**config.mk**
```make
export PLATFORM = sky130hd
export DESIGN_NAME = fpuAddSub
export DESIGN_NICKNAME = d
export VERILOG_FILES = /design/src/rtl/fpuOpsPkg.sv /design/src/rtl/fpTypesPkg.sv /design/src/rtl/fpuAddSub.sv /design/src/rtl/fpuNormalizer16.sv /design/src/rtl/fpuFracAdder.sv /design/src/rtl/fpuAddSubAligner.sv
export SDC_FILE = /design/constraint.sdc
export NUM_CORES = 1
export LEC_CHECK = 0
export BUFFER_PORTS_ARGS = -buffer_cell sky130_fd_sc_hd__buf_2
export CAP_MARGIN = 10
export CORE_ASPECT_RATIO = 0.6
export CORE_UTILIZATION = 40
export CTS_BUF_LIST = sky130_fd_sc_hd__clkbuf_8
export CTS_CLUSTER_SIZE = 40
export DETAILED_ROUTE_END_ITERATION = 7
export HOLD_SLACK_MARGIN = 0.02
export SYNTH_ARGS = -nofsm -noshare
export SYNTH_HDL_FRONTEND = slang
export SYNTH_SLANG_ARGS = --single-unit
```
**constraint.sdc**
```tcl
create_clock -name clk -period 4.7 [get_ports clk]
set_clock_uncertainty 0.15 [all_clocks]
set_input_delay 0.235 -clock clk [delete_from_list [all_inputs] [get_ports clk]]
set_output_delay 0.235 -clock clk [all_outputs]
set_load 0.01 [all_outputs]
```
**src/rtl/fpuOpsPkg.sv**
```systemverilog
package fpuOpsPkg;

  // Operation select carried next to every operand pair.
  typedef enum logic {
    FPU_ADD = 1'b0,  // Result is A plus B.
    FPU_SUB = 1'b1   // Result is A minus B, done as A plus a negated B.
  } fpuOp_e;

  // Clock edges from a sampled input strobe to the matching output strobe.
  localparam int unsigned fpuLatency = 3;

  // The first edge captures the aligned pair straight from the inputs.
  // The second edge captures the raw sum.
  // The third edge captures the normalized result.
  // One operation can enter on every cycle.
  // So at most fpuLatency operations are in flight at once.
  // There is no ready signal.
  // The consumer takes the result in the cycle its strobe is high.
  // An older result stays on the output until the next strobe replaces it.
  // A new strobe can follow the previous one on the very next cycle.
  // Results then come out on consecutive cycles in the same order.
  // Idle cycles between strobes keep the result port unchanged.

endpackage

```
**src/rtl/fpTypesPkg.sv**
```systemverilog
package fpTypesPkg;

  localparam int unsigned fpExpW    = 5;   // Biased exponent field width.
  localparam int unsigned fpFracW   = 10;  // Stored fraction width without the hidden bit.
  localparam int unsigned fpExpBias = 15;  // A stored exponent of 15 means a scale of 2^0.

  // IEEE half precision word in its natural bit order.
  typedef struct packed {
    logic                 sign;  // Set for negative values.
    logic [fpExpW - 1:0]  exp;   // Zero marks a denormal with no hidden bit.
    logic [fpFracW - 1:0] frac;  // Bits below the binary point.
  } fp16_t;

  // Operand pair after sorting and binary point alignment.
  typedef struct packed {
    logic                 sign;      // Sign of the larger magnitude operand.
    logic [fpExpW - 1:0]  exp;       // Common exponent taken from the larger operand.
    logic [fpFracW:0]     largeSig;  // Larger significand with its hidden bit on top.
    logic [fpFracW:0]     smallSig;  // Smaller significand already shifted right.
    logic                 effSub;    // Signs differ, so the significands are subtracted.
  } alignedPair_t;

  // Raw sum before normalization.
  typedef struct packed {
    logic                 sign;        // Result sign before any flush to zero.
    logic [fpExpW - 1:0]  exp;         // Exponent that still needs adjusting.
    logic [1:0]           leadingInt;  // Integer part, which can reach two or three on a carry.
    logic [fpFracW - 1:0] frac;        // Fraction bits of the raw sum.
  } unnorm16_t;

  // A normal value reads (-1)^sign * 1.frac * 2^(exp - fpExpBias).
  // A denormal reads (-1)^sign * 0.frac * 2^(1 - fpExpBias).
  // The datapath treats the raw exponent field as the scale for both.
  // So a denormal meets a normal operand at a shift one larger than IEEE would use.
  // Truncation is the only rounding the datapath performs.
  // Special encodings never reach the datapath.
  // NaN and infinity are among them.
  // Exponent overflow is kept out of the operand data too.

endpackage
```
**src/rtl/fpuAddSub.sv**
```systemverilog
`timescale 1ns/10ps

module fpuAddSub (
  input  logic              clk,
  input  logic              rstN,
  input  logic              inValid,
  input  fpuOpsPkg::fpuOp_e op,
  input  fpTypesPkg::fp16_t opA,
  input  fpTypesPkg::fp16_t opB,
  output logic              outValid,
  output fpTypesPkg::fp16_t result
);
  import fpTypesPkg::*;
  import fpuOpsPkg::*;

  logic [fpuLatency - 1:0] validChain;  // Bit n is high while stage n + 1 holds live data.

  alignedPair_t alignedNext;  // Aligner output computed from the input ports.
  alignedPair_t alignedReg;   // First register captures the inputs already aligned.
  unnorm16_t    sumNext;      // Adder output from the aligned register.
  unnorm16_t    sumReg;       // Second register.
  fp16_t        normNext;     // Normalizer output from the sum register.

  // The aligner works on the ports directly, so the first register is the input register.
  fpuAddSubAligner uAligner (
    .op      (op),
    .opA     (opA),
    .opB     (opB),
    .aligned (alignedNext)
  );

  fpuFracAdder uAdder (
    .aligned (alignedReg),
    .sum     (sumNext)
  );

  fpuNormalizer16 uNormalizer (
    .unnormalizedIn (sumReg),
    .normalizedOut  (normNext)
  );

  // Valid strobes move one stage per clock with no stall.
  always_ff @(posedge clk or negedge rstN) begin
    if (!rstN) begin
      validChain <= '0;                                     // No operation survives reset.
    end else begin
      validChain <= {validChain[fpuLatency - 2:0], inValid};  // Shift in the new strobe.
    end
  end

  // Stage one loads only when an operation arrives.
  always_ff @(posedge clk or negedge rstN) begin
    if (!rstN) begin
      alignedReg <= '0;
    end else if (inValid) begin
      alignedReg <= alignedNext;                            // Sorted and aligned pair.
    end
  end

  // Stage two follows the first valid bit.
  always_ff @(posedge clk or negedge rstN) begin
    if (!rstN) begin
      sumReg <= '0;
    end else if (validChain[0]) begin
      sumReg <= sumNext;                                    // Raw sum with its integer part.
    end
  end

  // Stage three holds the result between strobes.
  always_ff @(posedge clk or negedge rstN) begin
    if (!rstN) begin
      result <= '0;                                         // Reads as plus zero after reset.
    end else if (validChain[1]) begin
      result <= normNext;                                   // Final normalized value.
    end
  end

  // The result register loads on the same edge that raises the last valid bit.
  assign outValid = validChain[fpuLatency - 1];

endmodule

```
**src/rtl/fpuNormalizer16.sv**
```systemverilog
`timescale 1ns/10ps

module fpuNormalizer16 (
  input  fpTypesPkg::unnorm16_t unnormalizedIn,
  output fpTypesPkg::fp16_t     normalizedOut
);
  import fpTypesPkg::*;

  logic [fpExpW - 1:0]  lzc;       // Left shift that brings the top set fraction bit to 1.x.
  logic                 fracZero;  // No set bit below the binary point.
  logic                 canShift;  // The exponent stays normal after the left shift.
  logic [fpFracW + 1:0] wideVal;   // Integer part and fraction side by side.
  logic [fpExpW - 1:0]  expUp;     // Exponent after a carry.
  logic [fpExpW - 1:0]  expDown;   // Exponent after a left shift.
  logic [fpFracW - 1:0] fracUp;    // Fraction after the right shift.
  logic [fpFracW - 1:0] fracDown;  // Fraction after the left shift.

  // Priority leading zero counter that counts one extra for the hidden bit.
  // Scanning upward lets the highest set bit win.
  // A set bit 9 gives a shift of one and a set bit 0 gives ten.
  always_comb begin
    lzc = '0;                                       // Stays zero when the fraction is empty.
    for (int i = 0; i < fpFracW; i++) begin
      if (unnormalizedIn.frac[i]) begin
        lzc = fpExpW'(fpFracW - i);                 // Distance up to the hidden bit position.
      end
    end
  end

  assign fracZero = (unnormalizedIn.frac == '0);   // Marks an exact cancellation.

  // The shifted result must keep an exponent of at least one to stay normal.
  assign canShift = !fracZero && (lzc < unnormalizedIn.exp);

  assign wideVal  = {unnormalizedIn.leadingInt, unnormalizedIn.frac};
  assign expUp    = unnormalizedIn.exp + 1'b1;      // The test data keeps this below 31.
  assign fracUp   = wideVal[fpFracW:1];             // Bit zero drops off, which truncates.
  assign expDown  = unnormalizedIn.exp - lzc;       // Only used when canShift is set.
  assign fracDown = unnormalizedIn.frac << lzc;     // The leading one leaves as the hidden bit.

  always_comb begin
    normalizedOut.sign = unnormalizedIn.sign;       // Kept on every path except the flush.
    normalizedOut.exp  = unnormalizedIn.exp;
    normalizedOut.frac = unnormalizedIn.frac;
    if (unnormalizedIn.leadingInt > 2'd1) begin
      normalizedOut.exp  = expUp;                   // Carry out moves the point one place left.
      normalizedOut.frac = fracUp;
    end else if (unnormalizedIn.leadingInt == 2'd0) begin
      if (canShift) begin
        normalizedOut.exp  = expDown;               // Undo the cancellation of leading bits.
        normalizedOut.frac = fracDown;
      end else begin
        normalizedOut = '0;                         // Too small to normalize gives plus zero.
      end
    end
    // A leadingInt of one is already in 1.x form and passes through unchanged.
  end

endmodule

```
**src/rtl/fpuFracAdder.sv**
```systemverilog
`timescale 1ns/10ps

module fpuFracAdder (
  input  fpTypesPkg::alignedPair_t aligned,
  output fpTypesPkg::unnorm16_t    sum
);
  import fpTypesPkg::*;

  logic [fpFracW + 1:0] largeExt;  // Larger significand with a zero carry bit on top.
  logic [fpFracW + 1:0] smallExt;  // Smaller significand with a zero carry bit on top.
  logic [fpFracW + 1:0] addRes;    // Sum when the signs agree.
  logic [fpFracW + 1:0] subRes;    // Difference when the signs differ.
  logic [fpFracW + 1:0] rawSum;    // Selected result with a two bit integer part.

  // Widen both significands by one bit so an addition can carry out.
  assign largeExt = {1'b0, aligned.largeSig};
  assign smallExt = {1'b0, aligned.smallSig};

  // Two hidden ones plus full fractions reach at most three in the integer part.
  assign addRes = largeExt + smallExt;

  // The sort keeps the small significand at or below the large one.
  // So the difference never wraps.
  // An exact cancellation gives zero here and is flushed later.
  assign subRes = largeExt - smallExt;

  assign rawSum = aligned.effSub ? subRes : addRes;  // Effective operation selects the path.

  always_comb begin
    sum.sign       = aligned.sign;                   // Sign of the larger magnitude.
    sum.exp        = aligned.exp;                    // Normalization adjusts this later.
    sum.leadingInt = rawSum[fpFracW + 1:fpFracW];    // Carry bit and hidden bit position.
    sum.frac       = rawSum[fpFracW - 1:0];          // Fraction below the binary point.
  end

  // leadingInt reads as follows.
  // Zero means a subtraction lost the leading one and a left shift is due.
  // One means the value is already normalized.
  // Two or three means an addition carried and a right shift by one is due.

endmodule

```
**src/rtl/fpuAddSubAligner.sv**
```systemverilog
`timescale 1ns/10ps

module fpuAddSubAligner (
  input  fpuOpsPkg::fpuOp_e        op,
  input  fpTypesPkg::fp16_t        opA,
  input  fpTypesPkg::fp16_t        opB,
  output fpTypesPkg::alignedPair_t aligned
);
  import fpTypesPkg::*;
  import fpuOpsPkg::*;

  fp16_t               effB;         // Operand B after the subtract sign flip.
  fp16_t               largeNum;     // Operand with the larger magnitude.
  fp16_t               smallNum;     // Operand with the smaller or equal magnitude.
  logic                aIsLarger;    // Magnitude compare result.
  logic                largeHidden;  // Hidden bit of the larger operand.
  logic                smallHidden;  // Hidden bit of the smaller operand.
  logic [fpExpW - 1:0] expDiff;      // Right shift needed by the smaller significand.
  logic [fpFracW:0]    smallSig;     // Smaller significand after alignment.

  // Subtraction becomes addition of B with its sign inverted.
  always_comb begin
    effB      = opB;                              // Exponent and fraction pass unchanged.
    effB.sign = opB.sign ^ (op == FPU_SUB);       // Only the sign depends on the opcode.
  end

  // Exponent and fraction together order the magnitudes like one unsigned number.
  assign aIsLarger = {opA.exp, opA.frac} > {effB.exp, effB.frac};  // Ties pick B as large.

  always_comb begin
    if (aIsLarger) begin
      largeNum = opA;    // A already leads.
      smallNum = effB;   // B is aligned to A.
    end else begin
      largeNum = effB;   // B leads, or both magnitudes match.
      smallNum = opA;    // A is aligned to B.
    end
  end

  assign largeHidden = (largeNum.exp != '0);  // Denormals carry a leading zero.
  assign smallHidden = (smallNum.exp != '0);  // Same rule for the smaller operand.

  // The sort guarantees a non-negative difference.
  assign expDiff = largeNum.exp - smallNum.exp;

  // Bits shifted past the bottom are lost, which truncates the result.
  // A shift of eleven or more leaves zero, and the large operand then passes through.
  assign smallSig = {smallHidden, smallNum.frac} >> expDiff;

  always_comb begin
    aligned.sign     = largeNum.sign;                      // The larger operand sets the sign.
    aligned.exp      = largeNum.exp;                       // Both values now share this scale.
    aligned.largeSig = {largeHidden, largeNum.frac};       // Never shifted.
    aligned.smallSig = smallSig;                           // Shifted down to the common scale.
    aligned.effSub   = largeNum.sign ^ smallNum.sign;      // Opposite signs mean a subtraction.
  end

endmodule

```
# ---- Word level (Yosys, flattened, before mapping)
# Cells that the tools add are included.
dict set report op_classes {
  add_sub_neg 5
  bitwise 2
  mux 18
  reduce_logical 6
  n_shift 2
  n_lt_le_gt_ge 3
}
# cell n
set ops {}
lappend ops {{2-to-1 mux 16 bit} 3}
lappend ops {{2-to-1 mux 4 bit} 10}
lappend ops {{2-to-1 mux 15 bit} 2}
lappend ops {{> comparator 15 bit} 1}
lappend ops {{adder 11 x 11 -> 12 bit} 1}
lappend ops {{2-to-1 mux 12 bit} 1}
lappend ops {{subtractor 11 x 11 -> 12 bit} 1}
lappend ops {{>> shifter 11 x 5 -> 11 bit} 1}
lappend ops {{zero test 10 bit} 1}
lappend ops {{nonzero test 5 bit} 2}
lappend ops {{<< shifter 10 x 4 -> 10 bit} 1}
lappend ops {{adder 5 x 1 -> 5 bit, second input constant} 1}
lappend ops {{< comparator 4 x 5 -> 1 bit} 1}
lappend ops {{subtractor 5 x 4 -> 5 bit} 1}
lappend ops {{subtractor 5 bit} 1}
lappend ops {{> comparator 2 x 1 -> 1 bit, second input constant} 1}
lappend ops {{zero test 2 bit} 1}
lappend ops {{2-to-1 mux 1 bit} 2}
lappend ops {{bitwise XOR 1 bit} 2}
lappend ops {{logical AND 1 bit} 1}
lappend ops {{zero test 1 bit} 1}
dict set report word_totals {
  register_bits 66
}

# ---- Depth between registers and ports, before layout
# Gate-level depths: netlist (run 1).
dict set report depth {
  word_depth 15
  depth_mapped 18
  ltp_nobuf 16
}

# ---- By module
# Synthesis (run 1) repeated with hierarchy kept, for this count alone.
dict set report unflattened {
  cells_unflattened 611
  area_unflattened_um2 5761.8
}
# mod n_inst seq_area_each_um2 cells_each area_each_um2
set by_module_without_submodules {}
lappend by_module_without_submodules {fpuAddSub 1 1651.6 136 2478.6}
lappend by_module_without_submodules {fpuAddSubAligner 1 0.0 206 1445.1}
lappend by_module_without_submodules {fpuNormalizer16 1 0.0 162 1089.8}
lappend by_module_without_submodules {fpuFracAdder 1 0.0 107 748.2}

# ---- Worst setup path before layout (run 1)
# OpenSTA, ideal clock, no wires.
dict set report synth_path {
  kind {reg-to-reg}
  startpoint {register sumReg[2] in the netlist's numbering}
  endpoint {register result[5] in the netlist's numbering}
  path_slack_ns 1.125
  stages_incl_launch_ff 18
  t_required_ns 4.486
  setup_time_ns 0.064
  arrival_time_ns 3.360
  path_cell_list {dfrtp_1 -> clkbuf_1 -> nor2_1 -> a211oi_1 -> nor3_1 -> nor3_1 -> nor2_1 -> clkbuf_1 -> inv_1 -> ha_1 -> nor2b_1 -> o21ai_0 -> a21oi_1 -> o21ai_0 -> a211o_1 -> or4_1 -> a32oi_1 -> mux2_2}
}
dict set report synth_via {
  elab_chain_len 13
  elab_cells_between_ends 16
  cone_classes {order compare: 1; shift: 1; mux: 11; reduce/logical: 3}
}
# item line
set synth_rtl {}
lappend synth_rtl {{start: declaration} fpuAddSub.sv:21} ;# unnorm16_t sumReg;
lappend synth_rtl {{start signal: assignment} fpuAddSub.sv:65} ;# sumReg <= sumNext;
lappend synth_rtl {{2-to-1 mux 4 bit (8 in series)} fpuNormalizer16.sv:24} ;# if (unnormalizedIn.frac[i]) begin
lappend synth_rtl {{< comparator 4 x 5 -> 1 bit} fpuNormalizer16.sv:33} ;# assign canShift = !fracZero && (lzc < unnormalizedIn.exp);
lappend synth_rtl {{logical AND 1 bit} fpuNormalizer16.sv:33}
lappend synth_rtl {{2-to-1 mux 15 bit (*)} fpuNormalizer16.sv:49} ;# if (canShift) begin
lappend synth_rtl {{2-to-1 mux 16 bit (*)} fpuNormalizer16.sv:48} ;# end else if (unnormalizedIn.leadingInt == 2'd0) begin
lappend synth_rtl {{2-to-1 mux 15 bit (*)} fpuNormalizer16.sv:45} ;# if (unnormalizedIn.leadingInt > 2'd1) begin
lappend synth_rtl {{end signal: assignment} fpuAddSub.sv:74} ;# result <= normNext;
lappend synth_rtl {{end: declaration} fpuAddSub.sv:11} ;# output fpTypesPkg::fp16_t result
# Every way passes the cells marked *; elsewhere a longest branch is shown, timed or not.
# A chain may end at the register's enable or synchronous reset.

# ---- Worst setup path in the final report (run 1)
dict set report layout_path {
  startpoint {input opB[10] in the netlist's numbering}
  endpoint {register alignedReg[3] in the netlist's numbering}
}
dict set report layout_via {
  elab_chain_len 4
  elab_cells_between_ends 6
  cone_classes {add/sub: 1; order compare: 1; shift: 1; mux: 2; reduce/logical: 1}
}
# item line
set layout_rtl {}
lappend layout_rtl {{start: declaration} fpuAddSub.sv:9} ;# input fpTypesPkg::fp16_t opB,
lappend layout_rtl {{> comparator 15 bit} fpuAddSubAligner.sv:28} ;# assign aIsLarger = {opA.exp, opA.frac} > {effB.exp, effB.frac};
lappend layout_rtl {{2-to-1 mux 16 bit} fpuAddSubAligner.sv:31} ;# if (aIsLarger) begin
lappend layout_rtl {{subtractor 5 bit or nonzero test 5 bit (tied branches)} {fpuAddSubAligner.sv:44, fpuAddSubAligner.sv:41}}
lappend layout_rtl {{>> shifter 11 x 5 -> 11 bit (*)} fpuAddSubAligner.sv:48} ;# assign smallSig = {smallHidden, smallNum.frac} >> expDiff;
lappend layout_rtl {{end signal: assignment} fpuAddSub.sv:56} ;# alignedReg <= alignedNext;
lappend layout_rtl {{end: declaration} fpuAddSub.sv:19} ;# alignedPair_t alignedReg;
# Marks and branches as above.

==> results of run 1 <==
-- metrics by stage --
step	instances	total power [mW]	util, %	area, sq um
4_1_cts	829	3.053	45.45	5859
2_1_floorplan	617	2.200	-	5301
6_report	829	3.053	45.45	5859
3_3_place_gp	814	2.612	44.14	5690
5_1_grt	829	3.325	45.45	5859
3_5_place_dp	814	2.635	44.14	5690
-- report_power, final --
| part | total [mW] | switching (mW) | internal (mW) |
|---|---|---|---|
| clock network | 0.401 | 0.205 | 0.196 |
| logic | 1.67 | 0.902 | 0.764 |
| registers | 0.985 | 0.248 | 0.738 |
| total | 3.05 | 1.36 | 1.70 |
-- per-layer routing --
layer / vias up / part of all wire [%] / global-route usage, %
met5: - / 0 / 0
met4: 0 / 0.39 / 3.167
met3: 6 / 6.4 / 3.467
li1: 2306 / - / -
met1: 2291 / 54 / 33.83
met2: 155 / 39 / 27.50
-- cell type report --
| class | count | area [sq um] |
|---|---|---|
| clock buffer | 10 | 137.6 |
| inverter | 61 | 229.0 |
| clock inverter | 4 | 21.27 |
| sequential | 66 | 1652 |
| timing repair buffer | 61 | 330.3 |
| tap | 170 | 212.7 |
| multi-input combinational | 457 | 3277 |
| fill | 1307 | 7033 |
-- logic make-up after synthesis --
kind of cell             synth area share [%]
AO/OA/AOI/OAI                           22.61
adder cells (fa/ha/maj)                 8.544
XOR/XNOR                                3.611
multiplexers                            11.38
AND/OR/NAND/NOR                         15.67
buffers and inverters                   7.033
flip-flops                              31.15
-- worst paths after layout --
path	from	end	slack, ns	depth (start not counted)
max in group asynchronous	rstN	result[2]	3.37	3
setup / recovery	opB[10]	alignedReg[3]	0.86	16
hold / removal	opA[4]	alignedReg[16]	0.11	3
min in group asynchronous	rstN	alignedReg[18]	0.45	3
hold reg to reg	alignedReg[23]	sumReg[12]	0.33	2
setup reg to reg	sumReg[1]	result[5]	0.91	15
-- placed cells by master (no fill, tap or decap), types with 3 or more instances in the layout --
cell type and n:
buf_4 8, nor2_1 62, xor2_1 5, o211ai_1 4, nand3b_1 7, clkbuf_8 10, mux2_2 21, a31oi_1 8
mux4_2 9, inv_1 61, nand4_1 6, a211oi_1 6, o21a_1 3, mux2i_1 15, nand3_1 10, buf_2 52
o22a_1 3, nand2b_1 5, ha_1 33, nor3_1 10, or4_1 3, a21o_1 8, nand2_1 39, a21oi_1 61
o22ai_1 17, nor4_1 4, nor2b_1 10, a221oi_1 3, a2111oi_0 3, o21ai_0 34, xnor2_1 15, a22oi_1 4
dfrtp_1 66, and2_1 3
-- state kept, by name (all words and copies together) (netlist names) --
name	count
alignedReg	29
sumReg	18
result	16
validChain	3
-- timing repair --
action / CTS / global route
resized for setup: 0 / 0
hold buffers: 1 / 0
hold endpoints to repair: 66 / 0
-- critical path: cells and delay by family --
family	cells	cell delay (ns)
simple gates	4	0.94
compound gates	4	0.85
mux	3	0.69
fa+ha+maj	2	0.86
buf+inv	3	0.37
==> impl_results.md, run 1 <==
- CP startpoint kind: primary input
- Crit path capture type: register
- Synth Net Count: 688
- GRT Resource Usage Total: 20.53%
- Clk slew on worst S/H paths: 0.07 ns
- Most frequent cell after synthesis: dfrtp_1
- Initial antenna violation count: 0
- Synth Area per Inst: 8.592 sq um
- Most instantiated cells after synthesis: 66 x dfrtp_1, 62 x nor2_1, 61 x a21oi_1
- Die width: 150.6 um
- PD cells: 521.0 mW/mm^2
- Post-DRT Antenna Nets: 0
- Hold Vio Cnt, Final: 0
- Number of detailed-route iterations in the first pass: 5
- Largest net degree at the start of global routing: 67
- Wirelength per Cell: 16.35 um
- Place WS: 0.5657 ns
- P_leak: 2.570 nW
- Status: finished clean
- H-Tree Depth: 3
- First-pass GRT wire length: 22.09 mm
- Longest Clk Path Bufs: 2
- Yosys reg bits: 66
- CTS tree: done
- TNS Setup: 0 ns
- Root Driver: clkbuf_8
- Vias in the first global route: 4347
- Initial Util: 41.12%
- Core Region: 0.01289 sq mm
- Grt ovf: 0
- Via Count: 4758
- Nets@finish: 727
- Yosys warning count: 0
- HPWL after detailed placement: 10.50 mm
- CP Data Arrival Time: 3.96 ns
- Share of Yosys cell area claimed by the top area cell type: 31.15%
- Final worst-path cycle share: 81.60%
- Post-synth EDFFs: 0
- Hold WS: 0.1135 ns
- Final setup fails: 0
- Library cells used by synthesis: 72
- Synth Instances: 617
- Max Freq: 260.7 MHz
- Pins Over Slew Limit: 0
- Setup repair after global routing missed its margin: no
- CP max stage delay: 0.57 ns
- Worst relative slew slack: 40.64%
- Io pins: 53
- Mapped Area: 0.005301 sq mm
- Die area: 0.01373 sq mm
- Critical Path RT: 4.82 ns
- Setup bufs post-CTS: 0
- Via density: 5.739
- Total CTS buffers: 9
- Slowest CP cell: ha_1
- Die Y: 91.18 um
- Clk Latency, worst-skew pair: 0.33 ns
- Async S/R FF share, synth: 100.0%
- Critical path peak fanout: 17
- CP Class: primary input to register
- DRT Wirelength: 13.56 mm
- Share of cells above drive strength 1: 17.91%
- Area delta synth->final: 10.53%
- Worst hold path type: primary input to register
- DR iter-0 viols: 386
- Top_reg_cell synth: dfrtp_1
- Crit path setup slack, layout: 0.8648 ns
- Most frequent CP cell: ha_1
- Cells along the critical path: buf_2 -> inv_1 -> ha_1 -> nand4_1 -> nor4_4 -> a211oi_1 -> a22oi_1 -> ha_1 -> nor3_1 -> a221oi_1 -> nand3_1 -> buf_4 -> mux4_2 -> mux2_2 -> mux2i_1 -> a31o_1
- Max cap viols: 0
- Row count: 32
- Least-Margin Pin Slew: 0.8903 ns
- Placer Congestion: 0.9343
- Register area share after synthesis: 31.15%
- Drc violations: 0
- Count of input and output buffers: 52
- CTS Sinks: 66
- # diodes: 0
- Dominant cell type by area after synthesis: dfrtp_1
- Tmin final: 3.835 ns
- Max IR drop VDD: 0.0002246 V
- Synth area leaders: dfrtp_1 31%, ha_1 7.8%, a21oi_1 5.8%, mux2_2 4.5%, nor2_1 4.4%
(Power assumes the default switching activity.)
==> run 2, diff against run 1 <==
==> constraint.sdc (replaced) <==
create_clock -name clk -period 3.3 [get_ports clk]
set_clock_uncertainty 0.15 [all_clocks]
set_input_delay 0.165 -clock clk [delete_from_list [all_inputs] [get_ports clk]]
set_output_delay 0.165 -clock clk [all_outputs]
set_load 0.01 [all_outputs]
==> impl_results.md, run 2 (synthesized netlist as in run 1, its figures left out) <==
- Status: finished clean
- Largest register FFs: 29
- DR iter-0 viols: 405
- CP Data Arrival Time: 3.42 ns
- Non-filler cells, final: 907
- Share of cells above drive strength 1: 31.75%
- Placed instance count: 883
- HPWL after detailed placement: 11.68 mm
- Final setup fails: 0
- Max cap viols: 0
- CP Class: register to register
- HP Start: opA[15]
- Clock power share: 14.2%
- Vias in the first global route: 4889
- PD cells: 754.1 mW/mm^2
- Die width: 150.6 um
- Initial Util: 41.12%
- R2R cell count: 11
- Longest Clk Path Bufs: 2
- Proportion of power drawn by combinational gates: 61.1%
- Placer Congestion: 0.9532
- Grt ovf: 0
- TNS Setup: 0 ns
- DRT Wirelength: 14.91 mm
- CP startpoint kind: register
- GRT Resource Usage Total: 23.28%
- Switching power: 2.127 mW
- Drc violations: 0
- Dpl cell area: 0.006301 sq mm
- Largest net degree at the start of global routing: 32
- Max Freq: 305.4 MHz
- Hold Vio Cnt, Final: 0
- Net Sw Frac: 42.07%
- Core Region: 0.01289 sq mm
- Post-DRT Antenna Nets: 0
- Via Count: 5079
- P_leak: 2.995 nW
- Pins Over Slew Limit: 0
- Biggest regs: alignedReg x29, sumReg x18, result x16
- Critical Path RT: 3.44 ns
- Top reg by flops: alignedReg
- CTS Sinks: 66
- Initial antenna violation count: 0
- Most common cell after layout, fill and taps aside: buf_4
- Worst hold path type: primary input to register
- Die Y: 91.18 um
- Nets@finish: 804
- Io pins: 53
- Count of input and output buffers: 52
- Root Driver: clkbuf_8
- Least-Margin Pin Slew: 1.002 ns
- # diodes: 0
- R2r endpoint: result[5]
- Row count: 32
- H-Tree Depth: 3
- Wirelength per Cell: 16.44 um
- Pwr Total: 5.056 mW
- Area delta synth->final: 26.46%
- Via density: 5.600
- CTS tree: done
- Critical path peak fanout: 4
- Internal power: 2.929 mW
- Worst r2r src: sumReg[4]
- Clk slew on worst S/H paths: 0.07 ns
- Core Util, Final: 52.00%
- Clk Latency, worst-skew pair: 0.35 ns
- Most frequent cells in the layout: 85 x buf_4, 64 x dfrtp_1, 60 x inv_1, 58 x nor2_1, 55 x a21oi_1
- Reg power frac: 24.7%
- Final worst-path cycle share: 99.24%
- Setup repair after global routing missed its margin: yes
- Tmin final: 3.275 ns
- Number of detailed-route iterations in the first pass: 5
- Final instance area: 0.006704 sq mm
- Worst relative slew slack: 33.20%
- Die area: 0.01373 sq mm
- Setup slack, reg-to-reg: 0.03 ns
- Crit path capture type: register
- Max IR drop VDD: 0.0002888 V
- Hold Path Cell Cnt: 4
- Total CTS buffers: 9
- First-pass GRT wire length: 25.00 mm
- Worst hold endpoint: alignedReg[28]
## run 2: cell types whose count changed in the layout (fill, tap and decap cells not counted), moves of 4 or more
cell / delta
buf_4: +77
a21oi_2: +6
nor2_2: +4
o21ai_0: -5
ha_4: +6
nor2_1: -4
a21oi_1: -6
ha_1: -7
## run 2: worst max path at each step
stage,start,end,cells after the start
CTS,sumReg[4],result[5],11
global placement,opB[8],alignedReg[3],17
floorplan,sumReg[1],result[5],17
finish,sumReg[4],result[5],11
global route,sumReg[1],result[5],15
detailed placement,opB[8],alignedReg[3],18
## run 2: area by class of cell
| class | instances | area (sq um) |
|---|---|---|
| Clock buffer | 12 | 165.2 |
| Clock inverter | 3 | 38.79 |
| Fill cell | 1194 | 6188 |
| Inverter | 61 | 230.2 |
| Multi-Input combinational cell | 457 | 3495 |
| Sequential cell | 66 | 1654 |
| Tap cell | 170 | 212.7 |
| Timing Repair Buffer | 138 | 908.4 |
## run 2: repair_timing
| action | in CTS | in global routing |
|---|---|---|
| setup buffers | 4 | 4 |
| hold endpoints to repair | 21 | 0 |
| pin swaps | 10 | 14 |
| hold buffers | 1 | 0 |
| endpoints found under the setup margin | 2 | 23 |
| resized for setup | 16 | 20 |
## run 2: power groups by stage
stage	sequential [mW]	clock, mW	combinational (mW)
after floorplan	1.25	0	1.93
after global placement	1.24	0	2.75
after detailed placement	1.25	0	2.80
after CTS	1.24	0.730	2.94
after global routing	1.28	0.765	3.41
final	1.25	0.719	3.09
## run 2: per-layer routing
| metal | part of all wire, % | global-route usage [%] | vias to the layer above | routed length, um |
|---|---|---|---|---|
| li1 | - | - | 2464 | - |
| met1 | 53 | 36.90 | 2456 | 7833 |
| met2 | 40 | 31.34 | 146 | 5917 |
| met3 | 6.8 | 5.477 | 13 | 1011 |
| met4 | 0.99 | 4.500 | 0 | 148 |
| met5 | 0 | 0 | - | 0 |
## run 2: metrics by stage
step	hold WS, ns	setup WS [ns]
4_1_cts	0.02991	0.01467
2_1_floorplan	-0.2806	0.001914
5_1_grt	0.03930	-0.07008
6_report	0.03461	0.02513
3_3_place_gp	0.02892	-0.2081
3_5_place_dp	0.03134	-0.2470
## run 2: worst max-delay path: stages, from the launching register on
cell	delay (ns)
dfrtp_2	0.44
or4_4	0.55
nor2b_4	0.14
nand2_1	0.11
ha_1	0.32
inv_1	0.09
a21oi_2	0.16
o21ai_2	0.10
a211o_1	0.31
or4_4	0.44
a32oi_2	0.23
mux2_4	0.17
